$ cat config.mk
export PLATFORM = sky130hd
export DESIGN_NAME = decode_stage
export DESIGN_NICKNAME = d
export VERILOG_FILES = /design/src/hdl/fetch_pkg.sv /design/src/hdl/decode_stage.sv
export SDC_FILE = /design/constraint.sdc
export NUM_CORES = 1
export LEC_CHECK = 0
export BUFFER_PORTS_ARGS = -buffer_cell sky130_fd_sc_hd__buf_2
export CORE_MARGIN = 10
export CORE_UTILIZATION = 37
export CTS_CLUSTER_DIAMETER = 30
export CTS_CLUSTER_SIZE = 10
export DETAILED_ROUTE_END_ITERATION = 16
export PLACE_DENSITY = 0.84
export SYNTH_ARGS = -nofsm -noshare
export SYNTH_HDL_FRONTEND = slang
export SYNTH_SLANG_ARGS = --single-unit
$ cat constraint.sdc
create_clock -name clk_i -period 4.7 [get_ports clk_i]
set_input_delay 0.94 -clock clk_i [delete_from_list [all_inputs] [get_ports clk_i]]
set_output_delay 0.94 -clock clk_i [all_outputs]
set_load 0.05 [all_outputs]
$ cat src/hdl/fetch_pkg.sv
// Shared geometry, structs and enums for the fetch subsystem; import with fetch_pkg::*
package fetch_pkg;

    //////////////////////////////
    // Cache geometry and address split
    //////////////////////////////
    localparam int LINE_COUNT = 512;
    localparam int INDEX_LSB  = 2;          // Line index is addr[10:2]
    localparam int INDEX_MSB  = 10;
    localparam int TAG_LSB    = 11;         // Tag is addr[18:11]
    localparam int TAG_MSB    = 18;

    localparam int TAG_W      = 8;
    localparam int INDEX_W    = 9;
    localparam int WORD_W     = 32;

    //////////////////////////////
    // RV32I major opcodes, instr[6:0]
    //////////////////////////////
    localparam logic [6:0] RV_LUI    = 7'b0110111;
    localparam logic [6:0] RV_AUIPC  = 7'b0010111;
    localparam logic [6:0] RV_JAL    = 7'b1101111;
    localparam logic [6:0] RV_JALR   = 7'b1100111;
    localparam logic [6:0] RV_BRANCH = 7'b1100011;
    localparam logic [6:0] RV_LOAD   = 7'b0000011;
    localparam logic [6:0] RV_STORE  = 7'b0100011;
    localparam logic [6:0] RV_OP_IMM = 7'b0010011;
    localparam logic [6:0] RV_OP     = 7'b0110011;
    localparam logic [6:0] RV_SYSTEM = 7'b1110011;

    //////////////////////////////
    // Types
    //////////////////////////////
    typedef struct packed {
        logic              valid;
        logic [TAG_W-1:0]  tag;
        logic [WORD_W-1:0] word;
    } line_t;                               // 41 bits per line

    typedef struct packed {
        logic [31:0]       pc;
        logic [WORD_W-1:0] instr;
    } fetch_t;

    typedef enum logic [3:0] {
        OPC_LUI, OPC_AUIPC, OPC_JAL, OPC_JALR, OPC_BRANCH, OPC_LOAD,
        OPC_STORE, OPC_OP_IMM, OPC_OP, OPC_SYSTEM, OPC_ILLEGAL
    } opcode_e;

    typedef struct packed {
        logic [31:0]       pc;
        logic [WORD_W-1:0] instr;
        opcode_e           opc;
        logic [4:0]        rd;
        logic [4:0]        rs1;
        logic [4:0]        rs2;
    } decoded_t;

    typedef enum logic [1:0] {
        ST_CLEAR,                           // Invalidate one line per cycle
        ST_SETTLE,
        ST_SERVE
    } cache_state_e;

endpackage

$ cat src/hdl/decode_stage.sv
// Decode stage; registers each delivered word and sorts it by major opcode and register fields
`timescale 1ns/1ps

module decode_stage import fetch_pkg::*; (
    input  logic     clk_i,
    input  logic     rst_i,

    input  logic     hit_i,
    input  logic     redirect_i,
    input  fetch_t   fetch_i,

    output logic     dec_valid_o,
    output decoded_t dec_o
);

    logic     take;
    decoded_t dec_nxt;
    decoded_t dec_q;
    logic     dec_valid_q;

    //////////////////////////////
    // Opcode classification
    //////////////////////////////
    function automatic opcode_e classify(input logic [6:0] major);
        case (major)
            RV_LUI:    return OPC_LUI;
            RV_AUIPC:  return OPC_AUIPC;
            RV_JAL:    return OPC_JAL;
            RV_JALR:   return OPC_JALR;
            RV_BRANCH: return OPC_BRANCH;
            RV_LOAD:   return OPC_LOAD;
            RV_STORE:  return OPC_STORE;
            RV_OP_IMM: return OPC_OP_IMM;
            RV_OP:     return OPC_OP;
            RV_SYSTEM: return OPC_SYSTEM;
            default:   return OPC_ILLEGAL;
        endcase
    endfunction

    // A word delivered in a redirect cycle is on the old path
    assign take = hit_i && !redirect_i;

    always_comb begin
        dec_nxt.pc    = fetch_i.pc;
        dec_nxt.instr = fetch_i.instr;
        dec_nxt.opc   = classify(fetch_i.instr[6:0]);
        dec_nxt.rd    = fetch_i.instr[11:7];
        dec_nxt.rs1   = fetch_i.instr[19:15];
        dec_nxt.rs2   = fetch_i.instr[24:20];
    end

    //////////////////////////////
    // Output registers
    //////////////////////////////
    always_ff @(posedge clk_i) begin
        if (rst_i) begin
            dec_valid_q <= 1'b0;
        end else begin
            dec_valid_q <= take;
        end
    end

    // Payload register qualified by dec_valid_q
    always_ff @(posedge clk_i) begin
        if (take) begin
            dec_q <= dec_nxt;
        end
    end

    assign dec_valid_o = dec_valid_q;
    assign dec_o       = dec_q;

endmodule

-- Yosys cells after proc, flatten, opt, wreduce, memory -nomap -nowiden
Cells that the tools add are included.
- output and inout bits: 84
- flip-flop bits (word level): 84
- memory bits (read-only): 0
- input bits: 68
- logic and storage cells: 20
- bits in latches: 0
- memories: 0
- bits in writable memories: 0
- eq/ne operators: 10
- $add $sub $neg: 0
- $lt $le $gt $ge: 0
- bitwise logic cells: 0
- $mul: 0
- reductions and logical operators: 2
- shifts and indexed selects: 0
- divide/modulo/power cells: 0
- muxes and demuxes: 1
- operators by type and width (operator ; number):
    case mux 4 bit (10 select lines) ; 1
    == test 7 bit (second input constant) ; 4
    == test 7 x 6 -> 1 bit (second input constant) ; 3
    == test 7 x 5 -> 1 bit (second input constant) ; 2
    == test 7 x 2 -> 1 bit (second input constant) ; 1
    logical AND 1 bit ; 1
    logical NOT 1 bit ; 1

-- Logic depth before layout (Yosys ltp)
- depth after elaboration: 2
- gate-level depth with buffers: 3
- depth with buffers taken out: 3

-- Least setup slack after synthesis
No wires, ideal clock.
- path kind: input -> register
- start point: input port redirect_i
- end point: register dec_q, in the netlist dec_o[15], enable pin
- data required time: 4.195 ns
- slack: 0.197 ns
- buffers on the path: 0
- setup time: 0.505 ns
- data arrival time: 3.998 ns
- stages on the path: 1
- path through: nor2b_1
- cells in the longest elaborated chain, start to end: 2
- ends and longest elaborated chain (what ; line ; RTL):
    start, declared ; decode_stage.sv:9 ; input logic redirect_i,
    logical NOT 1 bit ; decode_stage.sv:41 ; assign take = hit_i && !redirect_i;
    logical AND 1 bit ; decode_stage.sv:41 ;
    end signal, assigned ; decode_stage.sv:66 ; dec_q <= dec_nxt;
    end, declared ; decode_stage.sv:18 ; decoded_t dec_q;
Every way passes these cells.
A chain may end at the register's enable or synchronous reset.

-- Worst setup path after layout
- start point: register dec_q, in the netlist dec_o[34]
- end point: output port dec_o[34] (netlist bit)
- RTL lines (what ; line ; RTL):
    end, declared ; decode_stage.sv:13 ; output decoded_t dec_o
No word-level cell between the ends.

==> results.yml <==
clock_network:
  clock-sinks: 69
  clkTransAtPathRegs_ns: 0.07
  tritoncts: "built"
  ctsHtreeMaxLevel: 3
  postCtsSetupBuffers: 0
  cts_buffers: 9
  cts.path.max_buffers: 2
  clock_tree.root_cell: "clkbuf_8"
  ctsResizeCount: 0
  cts_hold_buf: 0
power:
  finalPower_mw: 1.44
  worst_ir_drop_vdd_mv: 0.237
  powerDensity_nw_per_um2: 445
  p_leak_nw: 1.39
sta:
  timing.final.ws_setup_ns: 2.79
  setup_viol: 0
  hold_viol_final: 0
  tightest_slew_ns: 0.833
  fin_hold_ws_ns: 0.772
  period_needed_ns: 1.91
  slew-limit-headroom_pct: 44.5
  fmax_mhz: 522
  slew_violations: 0
  fin_setup_tns_ns: 0
  fin_crit_sh_pct: 40.7
  rsz0062_at_grt: "false"
detailed_routing:
  drt_iter0_drc: 47
  antenna_left: 0
  wl_per_cell_um: 18.4
  vias: 1480
  dr.pass1.iters: 3
  routed_via_density: 4.46
  wl_um: 6120
  drc: 0
synth:
  synth_cell_types: 17
  ys.flop_type: "edfxtp_1"
  ys_seq_area_share_pct: 89.3
  async_reset_ff_share_pct: 0
  ys_ff_latch: 69
  syn_nets: 173
  syn-instance-count: 105
  synth_edf_count: 68
  yosysWarnings: 0
  netlist_area_um2: 2310
  syn_avg_cell_area_um2: 22.0
grt:
  grt_usage_pct: 12.2
  antenna_found_initial: 0
  gr-total-overflow: 0
  first_global_vias: 1662
  grt_max_degree: 70
  grt_pass1_wl_um: 9160
floorplan:
  pin_count: 152
  die_area_um2: 9800
  row_count: 28
  core_um2: 5990
  initial_core_util_pct: 38.5
  die_w_um: 99.0
  die_y_um: 99.0
worst_setup_path:
  endpoint: "dec_o[34]"
  cp_slowest_cell: "edfxtp_1"
  crit_buf_inv: 1
  cp_num_cells: 1
  worstPathRequired_ns: 3.76
  worstSetupStartpoint: "dec_o[34]"
  crit_path_max_fanout: 2
  critPathTopFamily: "flip-flops"
  worst-setup-path-type: "flop to output pin"
  cp-end-kind: "output pin"
  path_cells: "buf_2"
  critPathMaxStageDelay_ns: 0.37
  worst-endpoint-arrival_ns: 0.97
  startpoint_type: "flop"
worst_hold_path:
  hp-class: "input port to flop"
  hold_start: "rst_i"
  hold_depth: 2
final_layout:
  layout-drive-gt1-share_pct: 65.4
  final_area_um2: 3240
  area_delta_synth_final_pct: 40.3
  n_antenna_cell: 0
  layout.nets: 321
placement:
  portBuffers: 151
  dpl_cell_area_um2: 3060
  dp_hpwl_um: 4880
  place_ws_ns: 2.46
  globalplace.congestion: 0.783
outcome:
  outcome: "finished clean"
job:
  drv_cap: 0
synthesized netlist by cell type, types with 2 or more instances:
library cell,number,share of area [%]
nor2b_1,3,0.81
nand3b_1,2,0.65
nor2_1,2,0.33
edfxtp_1,68,88
buf_4,15,4.9
o21ai_0,2,0.43
a21oi_1,2,0.43
xor2_1,2,0.76
placed cells by master (no fill, tap or decap), types with 2 or more instances in the layout:
| cell | count |
|---|---|
| a21oi_1 | 2 |
| buf_2 | 151 |
| clkbuf_8 | 9 |
| clkinv_1 | 2 |
| clkinv_2 | 2 |
| edfxtp_1 | 68 |
| nand3b_1 | 2 |
| nor2_1 | 2 |
| nor2b_1 | 2 |
| o21ai_0 | 2 |
| xor2_1 | 2 |
layout make-up:
class	count	area (µm²)
inverters	1	3.75
repair buffers	152	763
well taps	75	93.8
multi-input cells	20	138
flip-flops and latches	69	2060
clock inverters	6	55.1
fillers	500	2750
clock buffers	9	124
how the worst min path moves through the flow:
stage | slack, ns | end
3_3_place_gp | 1.10 | dec_valid_o
2_1_floorplan | 1.01 | dec_valid_o
4_1_cts | 0.75 | dec_valid_o
3_5_place_dp | 1.11 | dec_valid_o
5_1_grt | 0.75 | dec_o[53]
6_report | 0.77 | dec_valid_o
power breakdown:
part / total, mW / switching [mW] / leakage, nW / internal, mW
clock: 0.440 / 0.204 / 0.0899 / 0.236
sequential: 0.733 / 0.0111 / 0.647 / 0.722
combinational: 0.269 / 0.214 / 0.652 / 0.0551
total: 1.44 / 0.429 / 1.39 / 1.01
cell families (layout without fill, tap and decap cells):
family | Yosys count | after routing | synth area share (%)
compound gates | 7 | 7 | 2.06
xor+xnor | 2 | 2 | 0.759
flops | 69 | 69 | 89.3
simple gates | 11 | 11 | 2.82
buf+inv | 16 | 168 | 5.04
layer usage:
layer / GRT usage (%) / wire length, µm / up-vias
li1: - / - / 683
met1: 11.0 / 1900 / 697
met3: 9.01 / 963 / 9
met5: 0 / 0 / -
met4: 4.96 / 82 / 0
met2: 20.3 / 3170 / 91
per-stage QoR:
step	std cells	utilization [%]
floorplan	105	-
global placement	317	51.1
detailed placement	317	51.1
CTS	332	54.1
global route	332	54.1
finish	332	54.1
flip-flops by register name (all words and copies together), names as in the netlist:
signal       count
dec_o           68
dec_valid_o      1
(Power assumes the default switching activity.)
