### src/hdl/pc_unit.sv
// Program counter of the fetch path; advances on each delivered word and takes redirects
`timescale 1ns/1ps

module pc_unit (
    input  logic        clk_i,
    input  logic        rst_i,

    input  logic        redirect_i,
    input  logic [31:0] redirect_pc_i,

    input  logic        hit_i,
    output logic [31:0] fetch_pc_o
);

    logic [31:0] pc_q;
    logic [31:0] pc_nxt;

    //////////////////////////////
    // Next PC select
    //////////////////////////////
    always_comb begin
        if (redirect_i) begin
            pc_nxt = redirect_pc_i;         // Redirect wins over a hit
        end else if (hit_i) begin
            pc_nxt = pc_q + 32'd4;
        end else begin
            pc_nxt = pc_q;                  // Waiting on a miss
        end
    end

    //////////////////////////////
    // PC register
    //////////////////////////////
    always_ff @(posedge clk_i) begin
        if (rst_i) begin
            pc_q <= '0;
        end else begin
            pc_q <= pc_nxt;
        end
    end

    assign fetch_pc_o = pc_q;

    //////////////////////////////
    // Assertions
    //////////////////////////////
    // Catches a misaligned redirect target
    a_pc_aligned: assert property (@(posedge clk_i) disable iff (rst_i)
        fetch_pc_o[1:0] == 2'b00)
        else $error("fetch PC not word aligned");

endmodule

### config.mk
export PLATFORM = sky130hd
export DESIGN_NAME = pc_unit
export DESIGN_NICKNAME = d
export VERILOG_FILES = /design/src/hdl/pc_unit.sv
export SDC_FILE = /design/constraint.sdc
export NUM_CORES = 1
export LEC_CHECK = 0
export ABC_AREA = 0
export ABC_CLOCK_PERIOD_IN_PS = 2340
export BUFFER_PORTS_ARGS = -buffer_cell sky130_fd_sc_hd__buf_4
export CAP_MARGIN = 10
export CORE_ASPECT_RATIO = 0.7
export CORE_MARGIN = 5
export CORE_UTILIZATION = 30
export CTS_CLUSTER_SIZE = 12
export DETAILED_ROUTE_END_ITERATION = 8
export GPL_ROUTABILITY_DRIVEN = 0
export PLACE_DENSITY_LB_ADDON = 0.2
export SLEW_MARGIN = 25
export SYNTH_ARGS = -nofsm -noshare
export SYNTH_HDL_FRONTEND = slang
export SYNTH_SLANG_ARGS = --single-unit
### constraint.sdc
create_clock -name clk_i -period 2.34 [get_ports clk_i]
set_clock_uncertainty 0.2 [all_clocks]
set_input_delay 0.468 -clock clk_i [delete_from_list [all_inputs] [get_ports clk_i]]
set_output_delay 0.468 -clock clk_i [all_outputs]
set_load 0.01 [all_outputs]
; Word-level counts from Yosys, hierarchy flattened
; Index checks and enable logic that the tools add are counted.
[op_classes]
n_addsub = 1
muxes = 2
n_reduce_logical = 1
[op_table]
columns = operator, count
row1 = 32-bit two-way mux, 2
row2 = 32-bit by 3-bit adder with 32-bit output (second input constant), 1
row3 = 2-bit nonzero test, 1
[totals]
reg_bits = 32
input_bits = 36
output_inout_bits = 32
wordCells = 5

; Logic depth before layout (Yosys ltp)
; Gate-level depths: netlist of the first run.
[depth]
ltp_word = 3
ltp_mapped = 6
depth_no_buf = 5

; Worst setup path after synthesis of the first run
; Ideal clock, no wire load.
[synth_timing]
path_kind = reg2reg
start = register pc_q[8], in the netlist fetch_pc_o[8]
end = register pc_q[26], in the netlist fetch_pc_o[26]
setup_time_ns = 0.118
arrival_time_ns = 1.804
required_time_ns = 2.022
setup_slack_ns = 0.219
path_stages_with_launch = 7
n_path_buf = 2
synth_period_minus_slack_ns = 2.121
cell_sequence = dfxtp_1 -> buf_2 -> nand4_1 -> or3_1 -> buf_2 -> or4_1 -> o2111a_1
[synth_via]
elab_chain_len = 3
[synth_lines]
columns = element, line
row1 = "start, declared", 15  ; logic [31:0] pc_q;
row2 = "start signal, assigned", 38  ; pc_q <= pc_nxt;
row3 = 32-bit by 3-bit adder with 32-bit output, 25  ; pc_nxt = pc_q + 32'd4;
row4 = 32-bit two-way mux, 24  ; end else if (hit_i) begin
row5 = 32-bit two-way mux, 22  ; if (redirect_i) begin
; Every way passes these cells. The select of a mux whose other input is x is not followed.
; A chain may end at the register's enable or synchronous reset.

; Worst setup path in the final report of the first run
[layout_timing]
start = register pc_q[4], in the netlist fetch_pc_o[4]
end = register pc_q[22], in the netlist fetch_pc_o[22]
; The elaborated chain is that of the path after synthesis.

==> metrics, run 1 <==
vias in the first global route=2045; most common cell in the synthesized netlist=dfxtp_1; critical path's most frequent cell=or3_1; mux contribution to synthesized area=1.586%; synthesized area=1893 um2; placed cell areas=2537 um2; cell breakdown of the critical path=nand4_4, or3_1, or3_1, a2111oi_1; ranking of synthesized cells by instance count=dfxtp_1, nor2_1, nand2_1, nand4_1, nor4_1; WP data required=2.32 ns; hold path start=redirect_pc_i[1]; TritonCTS buffer count=5; Max transition margin=66.07%; DRT Pass-1 Iters=4; initial drt markers=118; Die X=104.9 um; WL/cell=16.00 um; H-tree depth=2; worst-case clock buffer depth=2; Syn-to-layout area delta=39.13%; post-synthesis register bit count=32; worst ir drop on vdd=0.1806 mV; async set-reset flop share out of synthesis=0%; Fillers=661; worst min-delay path class=primary input to flip-flop; Post-CTS Hold Buffers=0; vias=2072; Syn Inst Count=234; drc violations=0; kind of critical path=flip-flop to flip-flop; Post-Synth Simple-Gate Area=35.69%; largest net degree at the start of global routing=30; Largest delay share family, worst path=simple AND/OR/NAND/NOR gates; xor and xnor area share after synthesis=4.164%; min cycle time layout=2.145 ns; EDFF count, synth=0; overflow left after global routing=0; site row count=24; Max Fclk=466.2 MHz; Largest register FFs=32; final WL=6.177 mm; largest cells by area after synthesis=dfxtp_1, nand4_1, nor2_1; Synth top area share=33.84%; synthesized area per cell=8.090 um2; Critical Path AT=2.12 ns; Synth Area in Compound Gates=19.63%; final instance area=2634 um2; Max-Cap Viols=0; first-pass GRT wire length=10.25 mm; Final Cycle Share=91.67%; CTS tree=built; Ports=68; Die ar.=8024 um2; initial antenna violation count=0; register area share after synthesis=33.84%; Post-DRT Antenna Nets=0; RSZ-0062 raised after global routing=false; nets@finish=344; DP HPWL=4.597 mm; Pleak=1.046 nW; slowest CP cell=or3_1; reg-to-reg startpoint=fetch_pc_o[4]; Final Hold Vio Count=0; crit end category=flip-flop; dpl cells=378; vias per inst=5.368; post-synth cell types=44; origin of the worst setup path=fetch_pc_o[4]; share of cells above drive strength 1=31.49%; PnR worst setup slack=0.1950 ns; Post-Synthesis Net Count=271; Setup crit start kind=flip-flop; setup TNS=0 ns; core area=6186 um2; Yosys warning total=0; power density over the cells=511.7 nW/um2; Crit path largest cell delay=0.52 ns; Clock Latency Late Sink=0.29 ns; final std cells w/o fill=386; main combinational cell family by area after synthesis=simple AND/OR/NAND/NOR gates; Initial Utilization=30.60%; top_reg_cell synth=dfxtp_1; Setup-failing EPs final=0; clock-pin slew on the worst setup and hold paths=0.07 ns; Post-Synth Adder-Cell Area=0.6609%; worst hold slack=0.2065 ns; clock sink total=32; clk root buf=clkbuf_8; Slew @ Worst Pin=0.5043 ns; Tot GR Track Use=15.61%; Ant. Diodes=0; Buf/Inv on CP=0; pre-CTS WS=0.1991 ns; Max Slew Vio Count=0; Die Span Y=76.46 um; outcome=finished, final reports clean; # port buffers=67; library cell with the largest summed area after synthesis=dfxtp_1; crit path max fanout=8
==> cells by family (layout without fill, tap and decap cells) <==
logic type,count (synthesis),after routing
compound gates,47,47
mux,3,3
flops,32,32
buf+inv,21,95
simple gates,121,121
fa+ha+maj,1,1
xor+xnor,9,9
==> per-layer routing <==
layer	up-vias	part of all wire, %	track usage, %
met3	10	8.4	5.250
li1	1045	-	-
met5	-	0	0
met4	0	1.3	4.981
met1	942	51	22.79
met2	75	39	21.23
==> worst min-delay path: stages <==
cell	delay [ns]
buf_4	0.08
mux2i_1	0.05
nor2_1	0.07
==> cell type report <==
class	count	area [um2]	share of cell area, %
multi-input cells	181	1171	44.47
repair buffers	81	608.1	23.09
clock buffers	6	82.58	3.135
inverters	6	22.52	0.8551
clock inverters	2	10.01	0.3800
flip-flops and latches	32	641.9	24.37
well taps	78	97.59	3.705
==> repair_timing <==
action / CTS / global route
gates resized for setup: 0 / 3
hold endpoints to repair: 0 / 0
endpoints found under the setup margin: 0 / 3
buffers inserted: 0 / 0
==> layout by cell type, fill, tap and decap left out, types with 2 or more instances in the layout <==
cell and n:
nand4_1 17, nand2_1 20, o311a_1 3, clkinv_2 2, clkbuf_8 6, a21oi_1 7, a2111oi_1 2, dfxtp_1 31
a211o_1 2, nand2b_1 4, o31a_1 3, and4_1 4, nor3b_1 4, or3_1 7, or2_2 3, nor2_1 27
nor3_1 2, a311oi_1 5, o2111a_1 3, o21ai_0 4, or4_1 3, nand3_1 8, a2111oi_0 2, buf_4 81
mux2i_1 3, and2_1 3, xnor2_1 2, and3_1 3, xor2_1 7, a211oi_1 8, o31ai_1 3, nor4_1 10
inv_1 6
==> power by group <==
| part | switching [mW] | leakage (nW) | internal (mW) |
|---|---|---|---|
| combinational | 0.119 | 0.729 | 0.138 |
| sequential | 0.0518 | 0.266 | 0.583 |
| clock | 0.220 | 0.0510 | 0.235 |
==> final timing paths <==
check	end	slack (ns)	cells past startpoint
worst min-delay path	fetch_pc_o[1]	0.21	3
worst max-delay path	fetch_pc_o[22]	0.19	4
worst min register to register	fetch_pc_o[1]	0.31	2
worst max register to register	fetch_pc_o[22]	0.19	4
==> metrics by stage <==
stage                     total power, mW  utilization, %
final                               1.348           42.58
after global routing                1.411           42.58
after CTS                           1.359           42.52
after detailed placement           0.9050           41.02
after global placement             0.9031           41.02
after floorplan                    0.7553               -
No activity file was read; power rests on OpenSTA's default activity.
==> run 2: changes to the inputs <==
- ABC_CLOCK_PERIOD_IN_PS: 2340 -> 2400
- PLACE_DENSITY_LB_ADDON: 0.2 -> not set
- clock period: 2.34 -> 2.4 ns (I/O delays scaled with it)
==> run 2 against run 1 <==
  * Flip-flop and latch count unchanged
  * Hold slack better by 0.032 ns
  * Design area down 1.1%
  * Sequential power shrank 2%
  * Count of clock-buffer cells in the layout stayed put
  * Critical path depth is the same
  * Fmax decreased by 4.4%
  * Via count rose by 0.53%
  * Global-route usage decreased by 0.86 points
  * Largest cell class unchanged
==> metrics, run 2 (synthesis results as in run 1) <==
outcome=finished, final reports clean (unchanged); Pleak=1.027 nW (was 1.046 nW); share of cells above drive strength 1=29.61% (was 31.49%); Setup-failing EPs final=0 (unchanged); Post-CTS Hold Buffers=0 (unchanged); crit path max fanout=8 (unchanged); TritonCTS buffer count=5 (unchanged); vias in the first global route=2002 (was 2045); initial drt markers=98 (was 118); core area=6186 um2 (unchanged); clock sink total=32 (unchanged); nets@finish=341 (was 344); Power Total=1.260 mW (was 1.348 mW); crit end category=flip-flop (unchanged); Die X=104.9 um (unchanged); WL/cell=15.82 um (was 16.00 um); Max Fclk=445.7 MHz (was 466.2 MHz); Setup crit start kind=flip-flop (unchanged); Post-DRT Antenna Nets=0 (unchanged); Max-Cap Viols=0 (unchanged); sequential power share=49.3% (was 47.1%); setup TNS=0 ns (unchanged); Ant. Diodes=0 (unchanged); Die Span Y=76.46 um (unchanged); Net Sw Power=360.7 uW (was 391.7 uW); worst-case reg-to-reg path depth=4 (unchanged); Max transition margin=64.42% (was 66.07%); overflow left after global routing=0 (unchanged); commonest non-fill, non-tap cell in the layout=buf_4 (unchanged); worst hold slack=0.2385 ns (was 0.2065 ns); Critical Path AT=2.21 ns (was 2.12 ns); WP data required=2.36 ns (was 2.32 ns); final std cells w/o fill=382 (was 386); PnR worst setup slack=0.1565 ns (was 0.1950 ns); Tot GR Track Use=14.75% (was 15.61%); Final Hold Vio Count=0 (unchanged); first-pass GRT wire length=9.936 mm (was 10.25 mm); DP HPWL=4.567 mm (was 4.597 mm); Pint=899.4 uW (was 955.9 uW); critical path's most frequent cell=or3_1 (unchanged); clock-pin slew on the worst setup and hold paths=0.06 ns (was 0.07 ns); min cycle time layout=2.243 ns (was 2.145 ns); Buf/Inv on CP=0 (unchanged); kind of critical path=flip-flop to flip-flop (unchanged); Clock Latency Late Sink=0.28 ns (was 0.29 ns); worst-case clock buffer depth=2 (unchanged); DRT Pass-1 Iters=5 (was 4); most frequent cells in the layout=buf_4, dfxtp_1, nor2_1 (unchanged); largest net degree at the start of global routing=39 (was 30); power density over the cells=483.7 nW/um2 (was 511.7 nW/um2); Post-CTS Setup Repair Bufs=0 (unchanged); Logic pwr share=19.6% (was 19.1%); worst ir drop on vdd=0.2092 mV (was 0.1806 mV); placed cell areas=2527 um2 (was 2537 um2); Crit path largest cell delay=0.54 ns (was 0.52 ns); reg-to-reg startpoint=fetch_pc_o[4] (unchanged); Die ar.=8024 um2 (unchanged); switching share of total power=28.62% (was 29.07%); vias=2083 (was 2072); worst min-delay path class=primary input to flip-flop (unchanged); final instance area=2605 um2 (was 2634 um2); Ports=68 (unchanged); RSZ-0062 raised after global routing=false (unchanged); # port buffers=67 (unchanged); hold path start=redirect_pc_i[3] (was redirect_pc_i[1]); Initial Utilization=30.60% (unchanged); final WL=6.044 mm (was 6.177 mm); Largest delay share family, worst path=simple AND/OR/NAND/NOR gates (unchanged); vias per inst=5.453 (was 5.368); post-cts resize count=0 (unchanged); site row count=24 (unchanged); pre-CTS WS=0.1856 ns (was 0.1991 ns); CTS tree=built (unchanged); Max Slew Vio Count=0 (unchanged); Final Cycle Share=93.48% (was 91.67%); hold depth=3 (unchanged); Largest register FFs=32 (unchanged); drc violations=0 (unchanged); dpl cells=375 (was 378); slowest CP cell=or3_1 (unchanged); clk root buf=clkbuf_8 (unchanged); initial antenna violation count=0 (unchanged); worst reg-to-reg setup slack=0.16 ns (was 0.19 ns); reg-to-reg endpoint=fetch_pc_o[22] (unchanged); Slew @ Worst Pin=0.5288 ns (was 0.5043 ns); Final Util=42.11% (was 42.58%); Worst Hold Path EP=fetch_pc_o[3] (was fetch_pc_o[1]); H-tree depth=2 (unchanged); Syn-to-layout area delta=37.61% (was 39.13%); clock power share=31.1% (was 33.8%); cell breakdown of the critical path=nand4_4, or3_1, or3_1, a2111oi_1 (unchanged)
-- run 2: cell types whose count changed in the layout (fill, tap and decap cells not counted), sizes merged --
cell / before / now
buf: 81 / 78
clkinv: 2 / 1
-- run 2: routing by layer --
layer | global-route usage, % | wire, um | vias up
met3 | 3.810 | 485 | 4
li1 | - | - | 1044
met4 | 3.448 | 23 | 0
met2 | 20.23 | 2513 | 73
met1 | 22.60 | 3022 | 962
met5 | 0 | 0 | -
-- run 2: power by group through the flow --
stage	Sequential, mW	Combinational (mW)	Clock, mW
3_5_place_dp	0.632	0.250	0
6_report	0.621	0.247	0.392
5_1_grt	0.628	0.272	0.429
2_1_floorplan	0.638	0.0983	0
3_3_place_gp	0.630	0.248	0
4_1_cts	0.620	0.251	0.404
-- run 2: layout make-up --
class | instances | area, um2
well taps | 78 | 97.59
clock buffers | 6 | 72.57
inverters | 6 | 22.52
multi-input cells | 181 | 1169
repair buffers | 78 | 598.1
fillers | 654 | 3581
flip-flops and latches | 32 | 640.6
clock inverters | 1 | 5.005
-- run 2: tightest hold or removal path, delay by kind of cell --
family	cells	cell delay, ns
simple gates	1	0.07
compound gates	1	0.05
buf+inv	1	0.08
-- run 2: worst max-delay path by stage --
stage | start | endpoint | slack, ns | depth (start not counted)
after floorplan | fetch_pc_o[8] | fetch_pc_o[26] | 0.28 | 6
after global placement | fetch_pc_o[4] | fetch_pc_o[22] | 0.24 | 4
after detailed placement | fetch_pc_o[4] | fetch_pc_o[22] | 0.19 | 4
after CTS | fetch_pc_o[4] | fetch_pc_o[22] | 0.16 | 4
after global routing | fetch_pc_o[4] | fetch_pc_o[22] | 0.05 | 4
final | fetch_pc_o[4] | fetch_pc_o[22] | 0.16 | 4
==> run 3: changes to the inputs <==
- ABC_CLOCK_PERIOD_IN_PS: 2400 -> 2000
- clock period: 2.4 -> 2 ns (I/O delays scaled with it)
==> run 3 against run 2 <==
  * Routed wire length rose by 6.3%
  * Final cell count rose by 8.6%
  * Non-clock buffer count rose by 35
  * Fmax rose by 13%
  * Worst setup slack got worse by 0.14 ns
==> metrics, run 3 (synthesis results as in run 1) <==
Setup-failing EPs final=0 (unchanged); first-pass GRT wire length=10.36 mm (was 9.936 mm); worst-case clock buffer depth=2 (unchanged); final WL=6.426 mm (was 6.044 mm); setup TNS=0 ns (unchanged); largest net degree at the start of global routing=18 (was 39); DP HPWL=5.023 mm (was 4.567 mm); clk root buf=clkbuf_8 (unchanged); Max Used Layer=met4 (unchanged); commonest non-fill, non-tap cell in the layout=buf_4 (unchanged); Ports=68 (unchanged); CTS tree=built (unchanged); metal2 WL=2.656 mm (was 2.513 mm); H-tree depth=2 (unchanged); placed cell areas=2780 um2 (was 2527 um2); most frequent cells in the layout=buf_4, nor2_1, nand2_1 (was buf_4, dfxtp_1, nor2_1); Crit path largest cell delay=0.51 ns (was 0.54 ns); Initial Utilization=30.60% (unchanged); outcome=finished, final reports clean (unchanged); power density over the cells=530.5 nW/um2 (was 483.7 nW/um2); vias in the first global route=2048 (was 2002); worst min-delay path class=primary input to flip-flop (unchanged); Die X=104.9 um (unchanged); kind of critical path=flip-flop to flip-flop (unchanged); initial antenna violation count=0 (unchanged); slowest CP cell=or4_1 (was or3_1); pre-CTS WS=-0.09660 ns (was 0.1856 ns); Critical Path AT=1.96 ns (was 2.21 ns); dpl cells=409 (was 375); share of cells above drive strength 1=42.73% (was 29.61%); nets@finish=376 (was 341); core area=6186 um2 (unchanged); clock sink total=32 (unchanged); WP data required=1.98 ns (was 2.36 ns); crit end category=flip-flop (unchanged); wire length on met3=632 um (was 485 um); site row count=24 (unchanged); initial drt markers=204 (was 98); Post-Route M1 WL=3.100 mm (was 3.022 mm); RSZ-0062 raised after global routing=true (was false); Largest register FFs=32 (unchanged); Clock Latency Late Sink=0.28 ns (about the same); worst ir drop on vdd=0.2461 mV (was 0.2092 mV); Slew @ Worst Pin=0.4291 ns (was 0.5288 ns); final std cells w/o fill=415 (was 382); DRT Pass-1 Iters=4 (was 5); TritonCTS buffer count=5 (unchanged); PnR worst setup slack=0.01781 ns (was 0.1565 ns); Final Cycle Share=99.11% (was 93.48%); Syn-to-layout area delta=53.14% (was 37.61%); Post-DRT Antenna Nets=0 (unchanged); Power Total=1.538 mW (was 1.260 mW); worst hold slack=0.1621 ns (was 0.2385 ns); Setup crit start kind=flip-flop (unchanged); crit path max fanout=4 (was 8); Final Hold Vio Count=0 (unchanged); overflow left after global routing=0 (unchanged); vias=2192 (was 2083); Max Slew Vio Count=0 (unchanged); final instance area=2899 um2 (was 2605 um2); WL/cell=15.48 um (was 15.82 um); Max transition margin=71.13% (was 64.42%); Die ar.=8024 um2 (unchanged); Die Span Y=76.46 um (unchanged); cell breakdown of the critical path=nand4_1, or2_2, or4_1, a311oi_1 (was nand4_4, or3_1, or3_1, a2111oi_1); clock-pin slew on the worst setup and hold paths=0.07 ns (was 0.06 ns); Max-Cap Viols=0 (unchanged); # port buffers=67 (unchanged); Ant. Diodes=0 (unchanged); min cycle time layout=1.982 ns (was 2.243 ns); Pleak=1.193 nW (was 1.027 nW); Max Fclk=504.5 MHz (was 445.7 MHz); Final Util=46.86% (was 42.11%); vias per inst=5.282 (was 5.453); Tot GR Track Use=15.75% (was 14.75%); drc violations=0 (unchanged)
==> run 3: cell count changes in the layout (fill, tap and decap cells not counted), sizes merged <==
cell and delta:
buf +35, clkbuf -1, clkinv -1
==> run 3: repair_timing <==
action | in CTS | in global routing
setup buffers | 1 | 0
pin swaps | 1 | 3
gates resized for setup | 3 | 12
hold buffers | 0 | 0
endpoints found under the setup margin | 2 | 6
==> run 3: report_power, final <==
part	internal [mW]	leakage [nW]	total (mW)	switching (mW)
registers	0.686	0.270	0.734	0.0481
logic	0.192	0.888	0.353	0.161
clock network	0.224	0.0359	0.450	0.226
total	1.10	1.19	1.54	0.435
==> run 3: worst max-delay path: cells and delay by family (launching register included) <==
family / cells / cell delay (ns)
and+or+nand+nor: 3 / 1.00
DFF: 1 / 0.39
AOI/OAI and AO/OA: 1 / 0.29
==> run 3: path summary, 6_finish.rpt <==
path / cells past startpoint / to / startpoint / slack [ns]
worst max register to register: 4 / fetch_pc_o[28] / fetch_pc_o[22] / 0.02
worst min register to register: 2 / fetch_pc_o[0] / fetch_pc_o[0] / 0.30
worst min-delay path: 3 / fetch_pc_o[0] / redirect_pc_i[0] / 0.16
worst max-delay path: 4 / fetch_pc_o[28] / fetch_pc_o[22] / 0.02
==> run 3: routing by layer <==
| metal | vias up | GRT usage, % |
|---|---|---|
| met5 | - | 0 |
| met3 | 6 | 5.165 |
| met4 | 0 | 2.554 |
| met2 | 83 | 22.49 |
| li1 | 1109 | - |
| met1 | 994 | 23.16 |
==> run 3: final cells by class <==
class	instances	area, um2
multi-input combinational	181	1205
tap	78	97.59
inverter	6	22.52
sequential	32	656.9
timing repair buffer	113	848.3
fill	627	3287
clock buffer	5	68.82
